[src/common/spi_capture_pkg.sv]
// SPI capture shared definitions
// Holds the channel count, the word and register widths, the register map,
// the frame configuration struct and the per-channel state encoding used by
// the multi-channel SPI slave receiver
`default_nettype none

package spi_capture_pkg;

    // Number of MOSI and slave select lanes that share one SCLK
    localparam int N_CHANNELS = 3;

    // Width of one captured word
    localparam int WORD_WIDTH = 32;

    // Number of implemented bits in the control register
    localparam int CTRL_WIDTH = 4;

    // One captured word, right aligned and MSB first
    typedef logic [WORD_WIDTH-1:0] sample_t;

    // Word length or bit position; a stored length L stands for L+1 bits
    typedef logic [4:0] bit_count_t;

    // Register bus word address and data
    typedef logic [1:0]  reg_addr_t;
    typedef logic [31:0] reg_data_t;

    // Counter of words captured across all channels
    typedef logic [15:0] word_count_t;

    // Register map
    localparam reg_addr_t REG_CONTROL    = 2'd0;
    localparam reg_addr_t REG_LENGTH     = 2'd1;
    localparam reg_addr_t REG_WORD_COUNT = 2'd2;

    // Control register bit positions
    localparam int CTRL_CPOL_BIT   = 0;
    localparam int CTRL_CPHA_BIT   = 1;
    localparam int CTRL_SS_POL_BIT = 2;
    localparam int CTRL_ENABLE_BIT = 3;

    // Frame format shared by every channel
    typedef struct packed {
        logic       enable;
        // Idle level of SCLK
        logic       clock_polarity;
        // Zero latches on the leading edge, one on the trailing edge
        logic       latching_edge;
        // Active level of slave select
        logic       ss_polarity;
        bit_count_t length;
    } spi_cfg_t;

    // Channel frame tracker state
    typedef enum logic {
        CH_IDLE,
        CH_SHIFT
    } ch_state_t;

endpackage

`default_nettype wire

[src/hw/spi_capture_regs.sv]
// SPI capture register block
// Holds the frame format that steers every receiver channel and a saturating
// counter of the words captured on all channels together
// Plain strobe bus with combinational read data
`timescale 1ns/10ps
`default_nettype none

module spi_capture_regs (
    input  logic                                  clock,
    input  logic                                  rst_n,
    input  logic                                  reg_write,
    input  spi_capture_pkg::reg_addr_t            reg_addr,
    input  spi_capture_pkg::reg_data_t            reg_wdata,
    output spi_capture_pkg::reg_data_t            reg_rdata,
    input  logic [spi_capture_pkg::N_CHANNELS-1:0] data_valid,
    output spi_capture_pkg::spi_cfg_t             cfg
);

    import spi_capture_pkg::*;

    // Enough bits to hold the number of channels that finish in one cycle
    localparam int VALID_COUNT_WIDTH = $clog2(N_CHANNELS + 1);

    logic [CTRL_WIDTH-1:0]         control_q;
    bit_count_t                    length_q;
    word_count_t                   word_count_q;
    logic [VALID_COUNT_WIDTH-1:0]  valid_count;
    logic [$bits(word_count_t):0]  count_sum;

    // Control and length registers, cleared so the receiver starts disabled
    always_ff @(posedge clock or negedge rst_n) begin
        if (!rst_n) begin
            control_q <= '0;
            length_q  <= '0;
        end else if (reg_write) begin
            if (reg_addr == REG_CONTROL) begin
                control_q <= reg_wdata[CTRL_WIDTH-1:0];
            end
            if (reg_addr == REG_LENGTH) begin
                length_q <= reg_wdata[$bits(bit_count_t)-1:0];
            end
        end
    end

    // Number of channels that delivered a word this cycle
    always_comb begin
        valid_count = '0;
        for (int i = 0; i < N_CHANNELS; i++) begin
            valid_count = valid_count + VALID_COUNT_WIDTH'(data_valid[i]);
        end
    end

    // One extra bit catches the overflow that triggers saturation
    assign count_sum = {1'b0, word_count_q} + ($bits(count_sum))'(valid_count);

    always_ff @(posedge clock or negedge rst_n) begin
        if (!rst_n) begin
            word_count_q <= '0;
        end else if (reg_write && reg_addr == REG_WORD_COUNT) begin
            // Any write to the counter address clears it
            word_count_q <= '0;
        end else if (count_sum[$bits(word_count_t)]) begin
            word_count_q <= '1;
        end else begin
            word_count_q <= count_sum[$bits(word_count_t)-1:0];
        end
    end

    // Read data follows the address, unused addresses read zero
    always_comb begin
        case (reg_addr)
            REG_CONTROL:    reg_rdata = reg_data_t'(control_q);
            REG_LENGTH:     reg_rdata = reg_data_t'(length_q);
            REG_WORD_COUNT: reg_rdata = reg_data_t'(word_count_q);
            default:        reg_rdata = '0;
        endcase
    end

    // Frame format handed to every channel
    assign cfg.enable         = control_q[CTRL_ENABLE_BIT];
    assign cfg.clock_polarity = control_q[CTRL_CPOL_BIT];
    assign cfg.latching_edge  = control_q[CTRL_CPHA_BIT];
    assign cfg.ss_polarity    = control_q[CTRL_SS_POL_BIT];
    assign cfg.length         = length_q;

    // A write to an unknown address would silently miss every register
    a_write_addr_known: assert property (
        @(posedge clock) disable iff (!rst_n)
        reg_write |-> !$isunknown(reg_addr)
    ) else $error("Register write with unknown address");

endmodule

`default_nettype wire

[src/hw/spi_capture_top.sv]
// Multi-channel SPI slave capture
// Ties the register block, the shared input synchronizer and one receiver per
// channel together, and registers each finished word with a valid strobe
`timescale 1ns/10ps
`default_nettype none

module spi_capture_top (
    input  logic                                   clock,
    input  logic                                   rst_n,
    input  logic                                   reg_write,
    input  spi_capture_pkg::reg_addr_t             reg_addr,
    input  spi_capture_pkg::reg_data_t             reg_wdata,
    output spi_capture_pkg::reg_data_t             reg_rdata,
    input  logic                                   sclk,
    input  logic [spi_capture_pkg::N_CHANNELS-1:0] ss,
    input  logic [spi_capture_pkg::N_CHANNELS-1:0] mosi,
    output spi_capture_pkg::sample_t               data_out [spi_capture_pkg::N_CHANNELS-1:0],
    output logic [spi_capture_pkg::N_CHANNELS-1:0] data_valid
);

    import spi_capture_pkg::*;

    spi_cfg_t              cfg;
    logic                  sclk_rise;
    logic                  sclk_fall;
    logic [N_CHANNELS-1:0] ss_sync;
    logic [N_CHANNELS-1:0] mosi_sync;
    sample_t               ch_word [N_CHANNELS-1:0];
    logic [N_CHANNELS-1:0] ch_done;

    // Configuration and word counter, fed back from the registered strobes
    spi_capture_regs u_regs (
        .clock      (clock),
        .rst_n      (rst_n),
        .reg_write  (reg_write),
        .reg_addr   (reg_addr),
        .reg_wdata  (reg_wdata),
        .reg_rdata  (reg_rdata),
        .data_valid (data_valid),
        .cfg        (cfg)
    );

    // One SCLK path serves every channel
    spi_bus_sync u_sync (
        .clock     (clock),
        .rst_n     (rst_n),
        .sclk      (sclk),
        .ss        (ss),
        .mosi      (mosi),
        .sclk_rise (sclk_rise),
        .sclk_fall (sclk_fall),
        .ss_sync   (ss_sync),
        .mosi_sync (mosi_sync)
    );

    for (genvar i = 0; i < N_CHANNELS; i++) begin : gen_channel
        spi_shift_channel u_channel (
            .clock     (clock),
            .rst_n     (rst_n),
            .cfg       (cfg),
            .sclk_rise (sclk_rise),
            .sclk_fall (sclk_fall),
            .ss_sync   (ss_sync[i]),
            .mosi_sync (mosi_sync[i]),
            .word      (ch_word[i]),
            .word_done (ch_done[i])
        );
    end

    // Output stage; a new word simply overwrites the previous one
    always_ff @(posedge clock or negedge rst_n) begin
        if (!rst_n) begin
            data_valid <= '0;
            for (int i = 0; i < N_CHANNELS; i++) begin
                data_out[i] <= '0;
            end
        end else begin
            data_valid <= ch_done;
            for (int i = 0; i < N_CHANNELS; i++) begin
                if (ch_done[i]) begin
                    data_out[i] <= ch_word[i];
                end
            end
        end
    end

endmodule

`default_nettype wire

[src/spi_receiver/spi_bus_sync.sv]
// SPI input synchronizer
// Brings the shared SCLK and the per-channel slave select and MOSI lines into
// the system clock domain and turns SCLK transitions into edge pulses
`timescale 1ns/10ps
`default_nettype none

module spi_bus_sync (
    input  logic                                   clock,
    input  logic                                   rst_n,
    input  logic                                   sclk,
    input  logic [spi_capture_pkg::N_CHANNELS-1:0] ss,
    input  logic [spi_capture_pkg::N_CHANNELS-1:0] mosi,
    output logic                                   sclk_rise,
    output logic                                   sclk_fall,
    output logic [spi_capture_pkg::N_CHANNELS-1:0] ss_sync,
    output logic [spi_capture_pkg::N_CHANNELS-1:0] mosi_sync
);

    import spi_capture_pkg::*;

    // Two synchronizing stages plus one history stage for edge detection
    logic [2:0]            sclk_q;
    logic [N_CHANNELS-1:0] ss_meta;
    logic [N_CHANNELS-1:0] ss_q;
    logic [N_CHANNELS-1:0] mosi_meta;
    logic [N_CHANNELS-1:0] mosi_q;

    always_ff @(posedge clock or negedge rst_n) begin
        if (!rst_n) begin
            sclk_q    <= '0;
            ss_meta   <= '0;
            ss_q      <= '0;
            mosi_meta <= '0;
            mosi_q    <= '0;
        end else begin
            sclk_q    <= {sclk_q[1:0], sclk};
            ss_meta   <= ss;
            ss_q      <= ss_meta;
            mosi_meta <= mosi;
            mosi_q    <= mosi_meta;
        end
    end

    // Edge pulses line up with the synchronized MOSI sample
    assign sclk_rise = sclk_q[1] & ~sclk_q[2];
    assign sclk_fall = ~sclk_q[1] & sclk_q[2];

    assign ss_sync   = ss_q;
    assign mosi_sync = mosi_q;

endmodule

`default_nettype wire

[src/spi_receiver/spi_shift_channel.sv]
// SPI receiver channel
// Tracks one slave select frame, counts bits on the selected SCLK edge and
// shifts MOSI in MSB first, emitting each finished word with a done pulse
// Several words may follow each other inside one frame
`timescale 1ns/10ps
`default_nettype none

module spi_shift_channel (
    input  logic                        clock,
    input  logic                        rst_n,
    input  spi_capture_pkg::spi_cfg_t   cfg,
    input  logic                        sclk_rise,
    input  logic                        sclk_fall,
    input  logic                        ss_sync,
    input  logic                        mosi_sync,
    output spi_capture_pkg::sample_t    word,
    output logic                        word_done
);

    import spi_capture_pkg::*;

    ch_state_t  state_q;
    bit_count_t bit_count_q;
    sample_t    shift_q;
    sample_t    word_q;
    logic       word_done_q;
    logic       active;
    logic       latch_pulse;
    logic       last_bit;
    sample_t    shift_next;

    // Channel only listens while enabled and selected
    assign active = cfg.enable && (ss_sync == cfg.ss_polarity);

    // The leading edge is the rise when SCLK idles low and the fall when it
    // idles high; the trailing edge is the opposite one, so the choice
    // collapses to the XOR of polarity and edge select
    assign latch_pulse = (cfg.clock_polarity ^ cfg.latching_edge) ? sclk_fall : sclk_rise;

    // Bit count equal to the programmed length marks the final bit of a word
    assign last_bit = (bit_count_q == cfg.length);

    // New bits enter at the LSB so the first bit ends up as the MSB
    assign shift_next = {shift_q[WORD_WIDTH-2:0], mosi_sync};

    always_ff @(posedge clock or negedge rst_n) begin
        if (!rst_n) begin
            state_q     <= CH_IDLE;
            bit_count_q <= '0;
            shift_q     <= '0;
            word_done_q <= 1'b0;
        end else begin
            word_done_q <= 1'b0;
            case (state_q)
                CH_IDLE: begin
                    bit_count_q <= '0;
                    shift_q     <= '0;
                    if (active) begin
                        state_q <= CH_SHIFT;
                    end
                end
                CH_SHIFT: begin
                    if (!active) begin
                        // Slave select released, any partial word is dropped
                        state_q     <= CH_IDLE;
                        bit_count_q <= '0;
                        shift_q     <= '0;
                    end else if (latch_pulse) begin
                        if (last_bit) begin
                            // Word complete; restart for the next word in the frame
                            word_done_q <= 1'b1;
                            bit_count_q <= '0;
                            shift_q     <= '0;
                        end else begin
                            bit_count_q <= bit_count_q + 1'b1;
                            shift_q     <= shift_next;
                        end
                    end
                end
                default: begin
                    state_q <= CH_IDLE;
                end
            endcase
        end
    end

    // Finished word is held here while the shifter restarts
    always_ff @(posedge clock) begin
        if (state_q == CH_SHIFT && active && latch_pulse && last_bit) begin
            word_q <= shift_next;
        end
    end

    assign word      = word_q;
    assign word_done = word_done_q;

    // The synchronizer can only report one SCLK transition per cycle
    a_single_edge: assert property (
        @(posedge clock) disable iff (!rst_n)
        !(sclk_rise && sclk_fall)
    ) else $error("SCLK rise and fall pulses overlap");

    // A completed word is announced for exactly one cycle
    a_done_pulse: assert property (
        @(posedge clock) disable iff (!rst_n)
        word_done |=> !word_done
    ) else $error("Word done held longer than one cycle");

endmodule

`default_nettype wire

[config.mk]
export PLATFORM = sky130hd
export DESIGN_NAME = spi_capture_top
export DESIGN_NICKNAME = d
export VERILOG_FILES = /design/src/common/spi_capture_pkg.sv /design/src/hw/spi_capture_regs.sv /design/src/hw/spi_capture_top.sv /design/src/spi_receiver/spi_bus_sync.sv /design/src/spi_receiver/spi_shift_channel.sv
export SDC_FILE = /design/constraint.sdc
export NUM_CORES = 1
export LEC_CHECK = 0
export BUFFER_PORTS_ARGS = -buffer_cell sky130_fd_sc_hd__buf_2
export CORE_MARGIN = 4
export CORE_UTILIZATION = 50
export CTS_CLUSTER_SIZE = 12
export DETAILED_ROUTE_END_ITERATION = 8
export PLACE_DENSITY = 0.85
export SLEW_MARGIN = 20
export SYNTH_ARGS = -nofsm -noshare
export SYNTH_HDL_FRONTEND = slang
export SYNTH_HIERARCHICAL = 1
export SYNTH_SLANG_ARGS = --single-unit
[constraint.sdc]
create_clock -name clock -period 4.6 [get_ports clock]
set_input_delay 0.69 -clock clock [delete_from_list [all_inputs] [get_ports clock]]
set_output_delay 0.69 -clock clock [all_outputs]
set_load 0.03 [all_outputs]
Yosys cells after proc, flatten, opt, wreduce, memory -nomap -nowiden:

Cells that the tools add are included.

* register bits: 349
* bits of input ports: 44
* logic and storage cells: 111

* add/subtract/negate cells: 6
* equality and inequality tests: 11
* muxes and demuxes: 43
* bitwise logic cells: 8
* reductions and logical operators: 16

Operators with widths (number)
* $mux W31: 9
* $pmux W31 S2: 3
* $pmux W16 S3: 1
* $mux W5: 9
* $mux W16: 2
* $pmux W5 S2: 3
* $add A16 B2 Y17: 1
* $mux W1: 16
* $add A5 B1 Y5 const B: 3
* $eq A5 B5 Y1: 3
* $logic_and A1 B1 Y1: 13
* $ne A3 B3 Y1 const B: 3
* $not A1 Y1: 5
* $reduce_and A2 Y1: 2
* $eq A1 B1 Y1: 3
* $add A1 B1 Y2: 1
* $add A2 B1 Y2: 1
* $and A1 B1 Y1: 2
* $eq A2 B1 Y1 const B: 1
* $eq A2 B2 Y1 const B: 1
* $logic_not A2 Y1: 1
* $xor A1 B1 Y1: 1

Longest topological paths before layout:

Gate-level depths: netlist of run 1.

* word-level depth: 6
* depth in mapped cells: 8
* mapped depth without buffers: 7

Modules after synthesis:

Netlist of run 1, hierarchy kept.

By module, submodules not included
* spi_shift_channel: instances 3, cells each 146, area an instance 2583.7 µm², sequential area each 1911.8 µm²
* spi_capture_top: instances 1, cells each 207, area an instance 4110.2 µm², sequential area each 2477.4 µm²
* spi_capture_regs: instances 1, cells each 154, area an instance 1579.0 µm², sequential area each 625.6 µm²
* spi_bus_sync: instances 1, cells each 17, area an instance 390.4 µm², sequential area each 375.4 µm²

Least setup slack after synthesis of run 1:

No wires, ideal clock.

* path kind: reg-to-reg
* start point: register u_regs.control_q[2]
* end point: register gen_channel[0].u_channel.word_q[0] (enable)
* library setup time: 0.501 ns
* arrival: 4.057 ns
* data required time: 4.099 ns
* setup slack: 0.041 ns
* stages on the path, launching flop included: 4
* cells stage by stage: dfrtp_1 xnor2_1 nand3_1 nor4_1

* longest elaborated chain between the ends: 5

RTL lines
* start: declaration: line spi_capture_regs.sv:24 `logic [CTRL_WIDTH-1:0] control_q;`
* start signal: assignment: line spi_capture_regs.sv:37 `control_q <= reg_wdata[CTRL_WIDTH-1:0];`
* $eq A1 B1 Y1: line spi_shift_channel.sv:33 `assign active = cfg.enable && (ss_sync == cfg.ss_polarity);`
* $logic_and A1 B1 Y1: line spi_shift_channel.sv:33
* $logic_and A1 B1 Y1 (3 in a row): line spi_shift_channel.sv:89 `if (state_q == CH_SHIFT && active && latch_pulse && last_bit) begin`
* end signal: assignment: line spi_shift_channel.sv:90 `word_q <= shift_next;`
* end: declaration: line spi_shift_channel.sv:25 `sample_t word_q;`

No other way between the ends.
A chain may end at the register's enable or synchronous reset.

Worst setup path in the final report of run 1:

* start point: register data_valid[0] (netlist bit)
* end point: register u_regs.word_count_q[13]

* longest elaborated chain between the ends: 5

RTL lines
* start: declaration: line spi_capture_top.sv:18 `output logic [spi_capture_pkg::N_CHANNELS-1:0] data_valid`
* start signal: assignment: line spi_capture_top.sv:78 `data_valid <= ch_done;`
* $add A1 B1 Y2: line spi_capture_regs.sv:49 `valid_count = valid_count + VALID_COUNT_WIDTH'(data_valid[i]);`
* $add A2 B1 Y2: line spi_capture_regs.sv:49
* $add A16 B2 Y17: line spi_capture_regs.sv:54 `assign count_sum = {1'b0, word_count_q} + ($bits(count_sum))'(valid_count);`
* $mux W16: line spi_capture_regs.sv:62 `end else if (count_sum[$bits(word_count_t)]) begin`
* $mux W16: line spi_capture_regs.sv:59 `end else if (reg_write && reg_addr == REG_WORD_COUNT) begin`
* end signal: assignment: line spi_capture_regs.sv:65 `word_count_q <= count_sum[$bits(word_count_t)-1:0];`
* end: declaration: line spi_capture_regs.sv:26 `word_count_t word_count_q;`

No other way between the ends.

==> impl_metrics.ini, run 1 <==
[timing]
grt_setup_unrepaired = no
hold_violations = 0
fin_crit_ns = 2.89
fin_ws_ns = 1.71
max_clock_freq_mhz = 346
slew_violations = 0
setup_tns_ns = 0
setup_viol = 0
maxSlewHeadroom_pct = 28.1
post-route-period-util_pct = 62.9
worst_slew_pin_slew_ns = 1.08
skew_ns = 0.00950

[yosys]
yosys_warnings = 6
async_flop_share_pct = 72.5
netlist_area_um2 = 13800
synth_seq_cells = 349
yosysSeqAreaShare_pct = 66.6
synth.distinct_cells = 54
synthFlopType = dfrtp_1
synth_edf_count = 96
synth.avg_cell_area_um2 = 16.9
synth_cells = 816

[grt]
gr-total-overflow = 0
grt_start_max_net_pins = 114
antenna_found_initial = 0
grt_pass1_wl_um = 40200
grt.total_usage_pct = 15.9
grt_pass1_vias = 7526

[floorplan]
rows = 60
dieArea_um2 = 30400
coreArea_um2 = 27100
start_util_pct = 51.0
die_height_um = 174
dieWidth_um = 174
io_pins = 175

[clocking]
cts_tree = yes
post_cts_buffers = 0
cts.sinks = 349
ctsResizeCount = 0
clk_pin_slew_worst_paths_ns = 0.06
numCtsBuffers = 38
clock-root-buffer = clkbuf_16
hold_buffers = 0
cts_max_path_buffers = 3
h-tree-depth = 2
worstSkewPairLatency_ns = 0.50

[power_and_ir_drop]
powerDensity_nw_per_um2 = 436
ir_drop_mv = 0.299
power_uw = 6880
p_leak_uw = 0.00716

[job]
drv_cap = 0

[finish]
final_layout_size_suffix_gt1_share_pct = 42.9
nets = 1010
areaGrowthSynthToFinish_pct = 14.0
layout.area.seq_um2 = 9220
final_common_cell = dfrtp_1
final_cell_mix = dfrtp_1 (250), buf_2 (130), edfxtp_1 (96)
multi_input_area_um2 = 4070
post_layout_nonfiller_instances = 1358
n_antenna_cell = 0
nFillCells = 2023

[detailed_routing]
vias_per_cell = 5.28
drt-total-wl_um = 23600
num_vias = 7171
drc = 0
ant_nets = 0
drtIter0Drc = 451
drtPass1Iterations = 4
avgRoutedWirePerCell_um = 17.4

[place]
dp.cells = 1291
pre_cts_slack_ns = 1.71
place_congestion = 0.780
io_buffers = 131
dpl.hpwl_um = 15000

[setup_path]
worstPathRequired_ns = 5.02
cp_data_arrival_time_ns = 3.31
crit_type = reg2reg
startpoint_type = flop
reg2reg_to = u_regs/word_count_q[13]
cp-end-kind = flop
cp_max_fo = 13
rrSetupSlack_ns = 1.71
worst-r2r-cell-count = 7
r2r_start = data_valid[0]

[hold_path]
hold_path_class = in2async

[run_status]
status = complete, no violations
[layer usage]
metal  GRT usage [%]  wire length (µm)  vias up
met2            26.7             11600      174
met4            4.16               456        0
met1            21.6             10300     3674
li1                -                 -     3284
met3            2.89              1240       39
met5               0                 0        -
[flip-flops by register name (all words and copies together), names as in the netlist, 4 cells and up]
signal / cells
data_out: 96
gen_channel.u_channel/bit_count_q: 15
gen_channel.u_channel/shift_q: 93
gen_channel.u_channel/word: 96
u_regs/control_q: 4
u_regs/length_q: 5
u_regs/word_count_q: 16
[synthesized netlist by cell type (5+ instances only)]
master    number  area [µm²]
mux2_2        15         169
nand2_1       19        71.3
a22o_2        75         751
edfxtp_1      96        2880
a211oi_1       7        52.6
a22o_1        21         184
o21ai_0        6        30.0
dfrtp_1      253        6330
and2_1        18         113
a221o_2        6        67.6
nor4_1         9        56.3
nor2_1        10        37.5
buf_12         9         180
buf_4         16         120
xnor2_1       25         219
a21oi_2       10        87.6
xor2_1         5        43.8
mux2_4        90        1350
inv_1          5        18.8
ha_1           5        62.6
buf_6         25         282
nand3_1       22         110
[cells by family (layout without fill, tap and decap cells)]
family | after synthesis | in the layout | synth area share, %
compound gates | 148 | 148 | 9.98
xor+xnor | 30 | 30 | 1.90
fa+ha+maj | 7 | 7 | 0.742
buf+inv | 60 | 215 | 4.51
flops | 349 | 349 | 66.6
mux | 112 | 112 | 11.6
other cells | 1 | 16 | 0.0271
simple gates | 109 | 109 | 4.64
[where the power goes]
part	leakage (µW)	switching [µW]	internal [µW]
clock network	0.000598	1130	1800
registers	0.00429	83.6	3270
logic	0.00227	373	214
total	0.00716	1590	5290
[worst max-delay path, cell delays in order (launching register included)]
cell	delay (ns)
dfrtp_1	0.40
fa_1	0.54
ha_1	0.18
fa_1	0.27
nand4_2	0.22
nor4_4	0.40
nand4_2	0.48
a31oi_1	0.31
[worst max path at each step]
stage                         from                          endpoint  slack, ns  depth (start not counted)
2_1_floorplan  u_regs/control_q[2]  gen_channel[0].u_channel/word[0]       0.04                          3
3_3_place_gp         data_valid[0]           u_regs/word_count_q[13]       1.79                          7
3_5_place_dp         data_valid[0]           u_regs/word_count_q[13]       1.71                          7
4_1_cts              data_valid[0]           u_regs/word_count_q[13]       1.67                          7
5_1_grt              data_valid[0]            u_regs/word_count_q[0]       1.53                          7
6_report             data_valid[0]           u_regs/word_count_q[13]       1.71                          7
[metrics by stage]
stage / area [µm²] / util [%] / hold slack (ns)
after floorplan: 13900 / - / 0.331
after global placement: 14500 / 53.6 / 0.332
after detailed placement: 14500 / 53.6 / 0.336
after CTS: 15800 / 58.2 / 0.267
after global routing: 15800 / 58.2 / 0.266
final: 15800 / 58.2 / 0.224
[cell type report]
| type | instances | share of cell area, % |
|---|---|---|
| clock buffers | 60 | 7.20 |
| clock inverters | 7 | 0.603 |
| inverters | 5 | 0.119 |
| multi-input cells | 422 | 25.8 |
| flip-flops and latches | 349 | 58.5 |
| well taps | 372 | 2.95 |
| repair buffers | 143 | 4.87 |
No activity file was read; power rests on OpenSTA's default activity.
==> run 2, diff against run 1 <==
clock period = 2.4 ns   (was 4.6 ns; I/O delays follow)
==> impl_metrics.ini, run 2 (synthesis results as in run 1) <==
[run_status]
status = complete, no violations

[timing]
max_clock_freq_mhz = 429
fin_ws_ns = 0.0710
fin_crit_ns = 2.33
post-route-period-util_pct = 97.0
skew_ns = 0.0198
grt_setup_unrepaired = yes
setup_tns_ns = 0
maxSlewHeadroom_pct = 57.1
setup_viol = 0
worst_slew_pin_slew_ns = 0.642
hold_violations = 0
slew_violations = 0

[setup_path]
cp_data_arrival_time_ns = 2.70
startpoint_type = flop
crit_buf_inv = 1
cp_max_fo = 3
worstPathCellList = fa_1, ha_2, fa_2, buf_4, and4_4, nand4_1, xor2_1, a21oi_2
worstPathRequired_ns = 2.77
crit_type = reg2reg
cp-end-kind = flop
critPathMaxStageDelay_ns = 0.49
path_delay_family = adder cells
cpMaxStageDelayCell = fa_1

[grt]
grt_pass1_wl_um = 41800
grt_start_max_net_pins = 64
antenna_found_initial = 0
grt_pass1_vias = 7786
grt.total_usage_pct = 16.7
gr-total-overflow = 0

[floorplan]
rows = 60
coreArea_um2 = 27100
dieArea_um2 = 30400
dieWidth_um = 174
die_height_um = 174
io_pins = 175
start_util_pct = 51.0

[place]
place_congestion = 0.816
pre_cts_slack_ns = -0.00729
dpl.hpwl_um = 15400
io_buffers = 131

[clocking]
clock-root-buffer = clkbuf_16
clk_pin_slew_worst_paths_ns = 0.05
cts.sinks = 349
worstSkewPairLatency_ns = 0.51
cts_tree = yes
numCtsBuffers = 37
h-tree-depth = 2
cts_max_path_buffers = 3

[finish]
nFillCells = 2017
final_core_util_pct = 59.4
layout.area.seq_um2 = 9220
multi_input_area_um2 = 4110
nets = 1042
final_cell_mix = dfrtp_1 (248), buf_2 (130), edfxtp_1 (96)
final_common_cell = dfrtp_1
n_antenna_cell = 0
final_layout_size_suffix_gt1_share_pct = 43.6
areaGrowthSynthToFinish_pct = 16.4

[power_and_ir_drop]
ir_drop_mv = 0.539
powerDensity_nw_per_um2 = 796
p_leak_uw = 0.00730
power_uw = 12800

[detailed_routing]
vias_per_cell = 5.26
drtIter0Drc = 453
ant_nets = 0
drtPass1Iterations = 4
avgRoutedWirePerCell_um = 17.9
num_vias = 7318
drc = 0
drt-total-wl_um = 24900

[job]
drv_cap = 0

[hold_path]
hold_path_class = in2reg
==> run 2: cell types whose count changed in the layout (fill, tap and decap cells not counted), sizes merged <==
cell	delta
clkinv	+2
clkinvlp	-1
dlygate4sd3	+8
buf	+25
bufinv	-2
==> run 2: final timing paths <==
path	start	endpoint	slack (ns)	cells past startpoint
min in group asynchronous	rst_n	gen_channel[1].u_channel/shift_q[7]	0.38	2
max reg2reg	data_valid[0]	u_regs/word_count_q[8]	0.07	8
max in group asynchronous	rst_n	gen_channel[2].u_channel/shift_q[6]	1.31	3
min	reg_wdata[4]	u_regs/length_q[4]	0.10	2
min reg2reg	u_sync/ss_meta[0]	u_sync/ss_sync[0]	0.35	0
max	data_valid[0]	u_regs/word_count_q[8]	0.07	8
==> run 2: per-stage QoR <==
| step | cells | hold WS [ns] | instance area (µm²) |
|---|---|---|---|
| floorplan | 831 | 0.0644 | 13900 |
| global placement | 1314 | 0.324 | 14900 |
| detailed placement | 1314 | 0.329 | 14900 |
| CTS | 1389 | 0.0782 | 16100 |
| global route | 1390 | 0.0807 | 16100 |
| finish | 1390 | 0.102 | 16100 |
==> run 2: layer usage <==
layer / vias up / GRT usage [%] / wire [µm]
li1: 3367 / - / -
met1: 3748 / 22.7 / 10900
met2: 161 / 27.8 / 12300
met3: 42 / 3.13 / 1100
met4: 0 / 4.75 / 518
met5: - / 0 / 0
==> run 2: report_power, final <==
group | switching [µW] | total, µW | internal [µW]
sequential | 115 | 6380 | 6270
combinational | 793 | 1280 | 486
clock | 2150 | 5160 | 3010
==> run 2: layout make-up <==
| class | instances | area share (%) |
|---|---|---|
| Clock buffer | 60 | 6.55 |
| Clock inverter | 6 | 0.264 |
| Inverter | 5 | 0.117 |
| Multi-Input combinational cell | 422 | 25.5 |
| Sequential cell | 349 | 57.3 |
| Tap cell | 372 | 2.89 |
| Timing Repair Buffer | 176 | 7.36 |
==> run 2: repair_timing <==
item | 4_1_cts | 5_1_grt
hold buffers | 8 | 0
buffers inserted | 1 | 0
gates resized for setup | 3 | 1
setup endpoints to repair | 3 | 13
hold endpoints to repair | 60 | 0
pin swaps | 4 | 2
==> run 3, diff against run 2 <==
REMOVE_ABC_BUFFERS = 1   (was default)
==> impl_metrics.ini, run 3 (synthesis results as in run 1) <==
[detailed_routing]
drtPass1Iterations = 4
drtIter0Drc = 456
vias_per_cell = 5.29
num_vias = 7384
drt-total-wl_um = 24400
avgRoutedWirePerCell_um = 17.5
drc = 0
ant_nets = 0

[timing]
maxSlewHeadroom_pct = 30.4
skew_ns = 0.00966
setup_viol = 0
max_clock_freq_mhz = 427
grt_setup_unrepaired = yes
slew_violations = 0
worst_slew_pin_slew_ns = 1.04
whs_ns = 0.109
hold_violations = 0
post-route-period-util_pct = 97.6
fin_crit_ns = 2.34

[floorplan]
start_util_pct = 51.0
coreArea_um2 = 27100
dieWidth_um = 174
rows = 60
die_height_um = 174
dieArea_um2 = 30400
io_pins = 175

[clocking]
numCtsBuffers = 38
cts_max_path_buffers = 3
clock-root-buffer = clkbuf_16
h-tree-depth = 2
cts_tree = yes
cts.sinks = 349
post_cts_buffers = 0
worstSkewPairLatency_ns = 0.50
clk_pin_slew_worst_paths_ns = 0.06

[finish]
final_core_util_pct = 59.8
final_common_cell = dfrtp_1
final_layout_size_suffix_gt1_share_pct = 44.3
nets = 1046
post_layout_nonfiller_instances = 1396
final_cell_mix = dfrtp_1 (250), buf_2 (130), edfxtp_1 (96)
areaGrowthSynthToFinish_pct = 17.2

[grt]
grt.total_usage_pct = 16.3
gr-total-overflow = 0
antenna_found_initial = 2
grt_pass1_wl_um = 41200
grt_start_max_net_pins = 75
grt_pass1_vias = 7885

[place]
io_buffers = 131
dpl.hpwl_um = 15500
place_congestion = 0.884
dp.cells = 1319

[setup_path]
crit_type = reg2reg
critPathMaxStageDelay_ns = 0.55
cp_data_arrival_time_ns = 2.72
cpMaxStageDelayCell = fa_1
cp-end-kind = flop
worstPathRequired_ns = 2.78
cp_max_fo = 3
worstPathCellList = fa_1, ha_2, fa_2, nand4_4, buf_4, nor3_2, xnor2_1, a21oi_2
startpoint_type = flop

[power_and_ir_drop]
p_leak_uw = 0.00738
powerDensity_nw_per_um2 = 823
ir_drop_mv = 0.514

[hold_path]
hold_path_class = in2reg

[job]
drv_cap = 0

[run_status]
status = complete, no violations
-- run 3: changes by cell type in the layout (fill, tap and decap cells not counted), sizes merged --
| cell | change |
|---|---|
| buf | +3 |
| bufinv | +3 |
| clkbuf | -1 |
| clkinv | -1 |
| clkinvlp | +1 |
| diode | +1 |
-- run 3: worst max-delay path: cells and delay by family (launching register included) --
family | cells | cell delay [ns]
adders and majority gates | 3 | 1.00
DFF | 1 | 0.40
and+or+nand+nor | 2 | 0.35
buffers and inverters | 1 | 0.18
xor gates and xnor gates | 1 | 0.18
AOI/OAI and AO/OA | 1 | 0.08
-- run 3: final cells by class --
type | instances | area, µm²
clock inverter | 9 | 126
inverter | 5 | 18.8
multi-input combinational | 422 | 4100
timing repair buffer | 179 | 1170
tap | 372 | 465
antenna | 1 | 2.50
fill | 1975 | 10900
clock buffer | 59 | 1110
sequential | 349 | 9220
-- run 3: routing by layer --
metal | vias up | track usage (%) | part of all wire [%]
li1 | 3376 | - | -
met1 | 3796 | 21.8 | 44
met2 | 156 | 27.0 | 49
met3 | 54 | 3.13 | 4.2
met4 | 2 | 5.51 | 2.8
met5 | - | 0 | 0.053
-- run 3: through the flow --
step / cell area [µm²] / setup WS (ns) / total power, µW / TNS (ns)
final: 16200 / 0.0573 / 13300 / 0
after global routing: 16200 / -0.0403 / 13900 / -0.166
after CTS: 16200 / 0.000927 / 13500 / 0
after detailed placement: 14900 / -0.0344 / 7760 / -0.324
after global placement: 14900 / 0.00789 / 7730 / 0
after floorplan: 13300 / -2.16 / 7270 / -210.36
-- run 3: worst paths after layout --
path,start,to,slack [ns],cells past startpoint
max reg2reg,data_valid[0],u_regs/word_count_q[10],0.06,8
min in group asynchronous,rst_n,data_out[37],0.40,2
max,data_valid[0],u_regs/word_count_q[10],0.06,8
min,reg_wdata[0],u_regs/control_q[0],0.11,2
max in group asynchronous,rst_n,data_out[32],1.28,3
min reg2reg,u_sync/ss_meta[2],u_sync/ss_sync[2],0.34,0
-- run 3: repair_timing --
| item | CTS | global route |
|---|---|---|
| resized for setup | 2 | 4 |
| hold buffers | 8 | 0 |
| endpoints found under the setup margin | 13 | 13 |
| hold endpoints to repair | 73 | 0 |
| pin swaps | 1 | 4 |
-- run 3: report_power, final --
| part | leakage (µW) | total (µW) | internal [µW] | switching (µW) |
|---|---|---|---|---|
| logic | 0.00248 | 1270 | 487 | 786 |
| registers | 0.00429 | 6380 | 6270 | 113 |
| clock network | 0.000602 | 5690 | 3510 | 2170 |
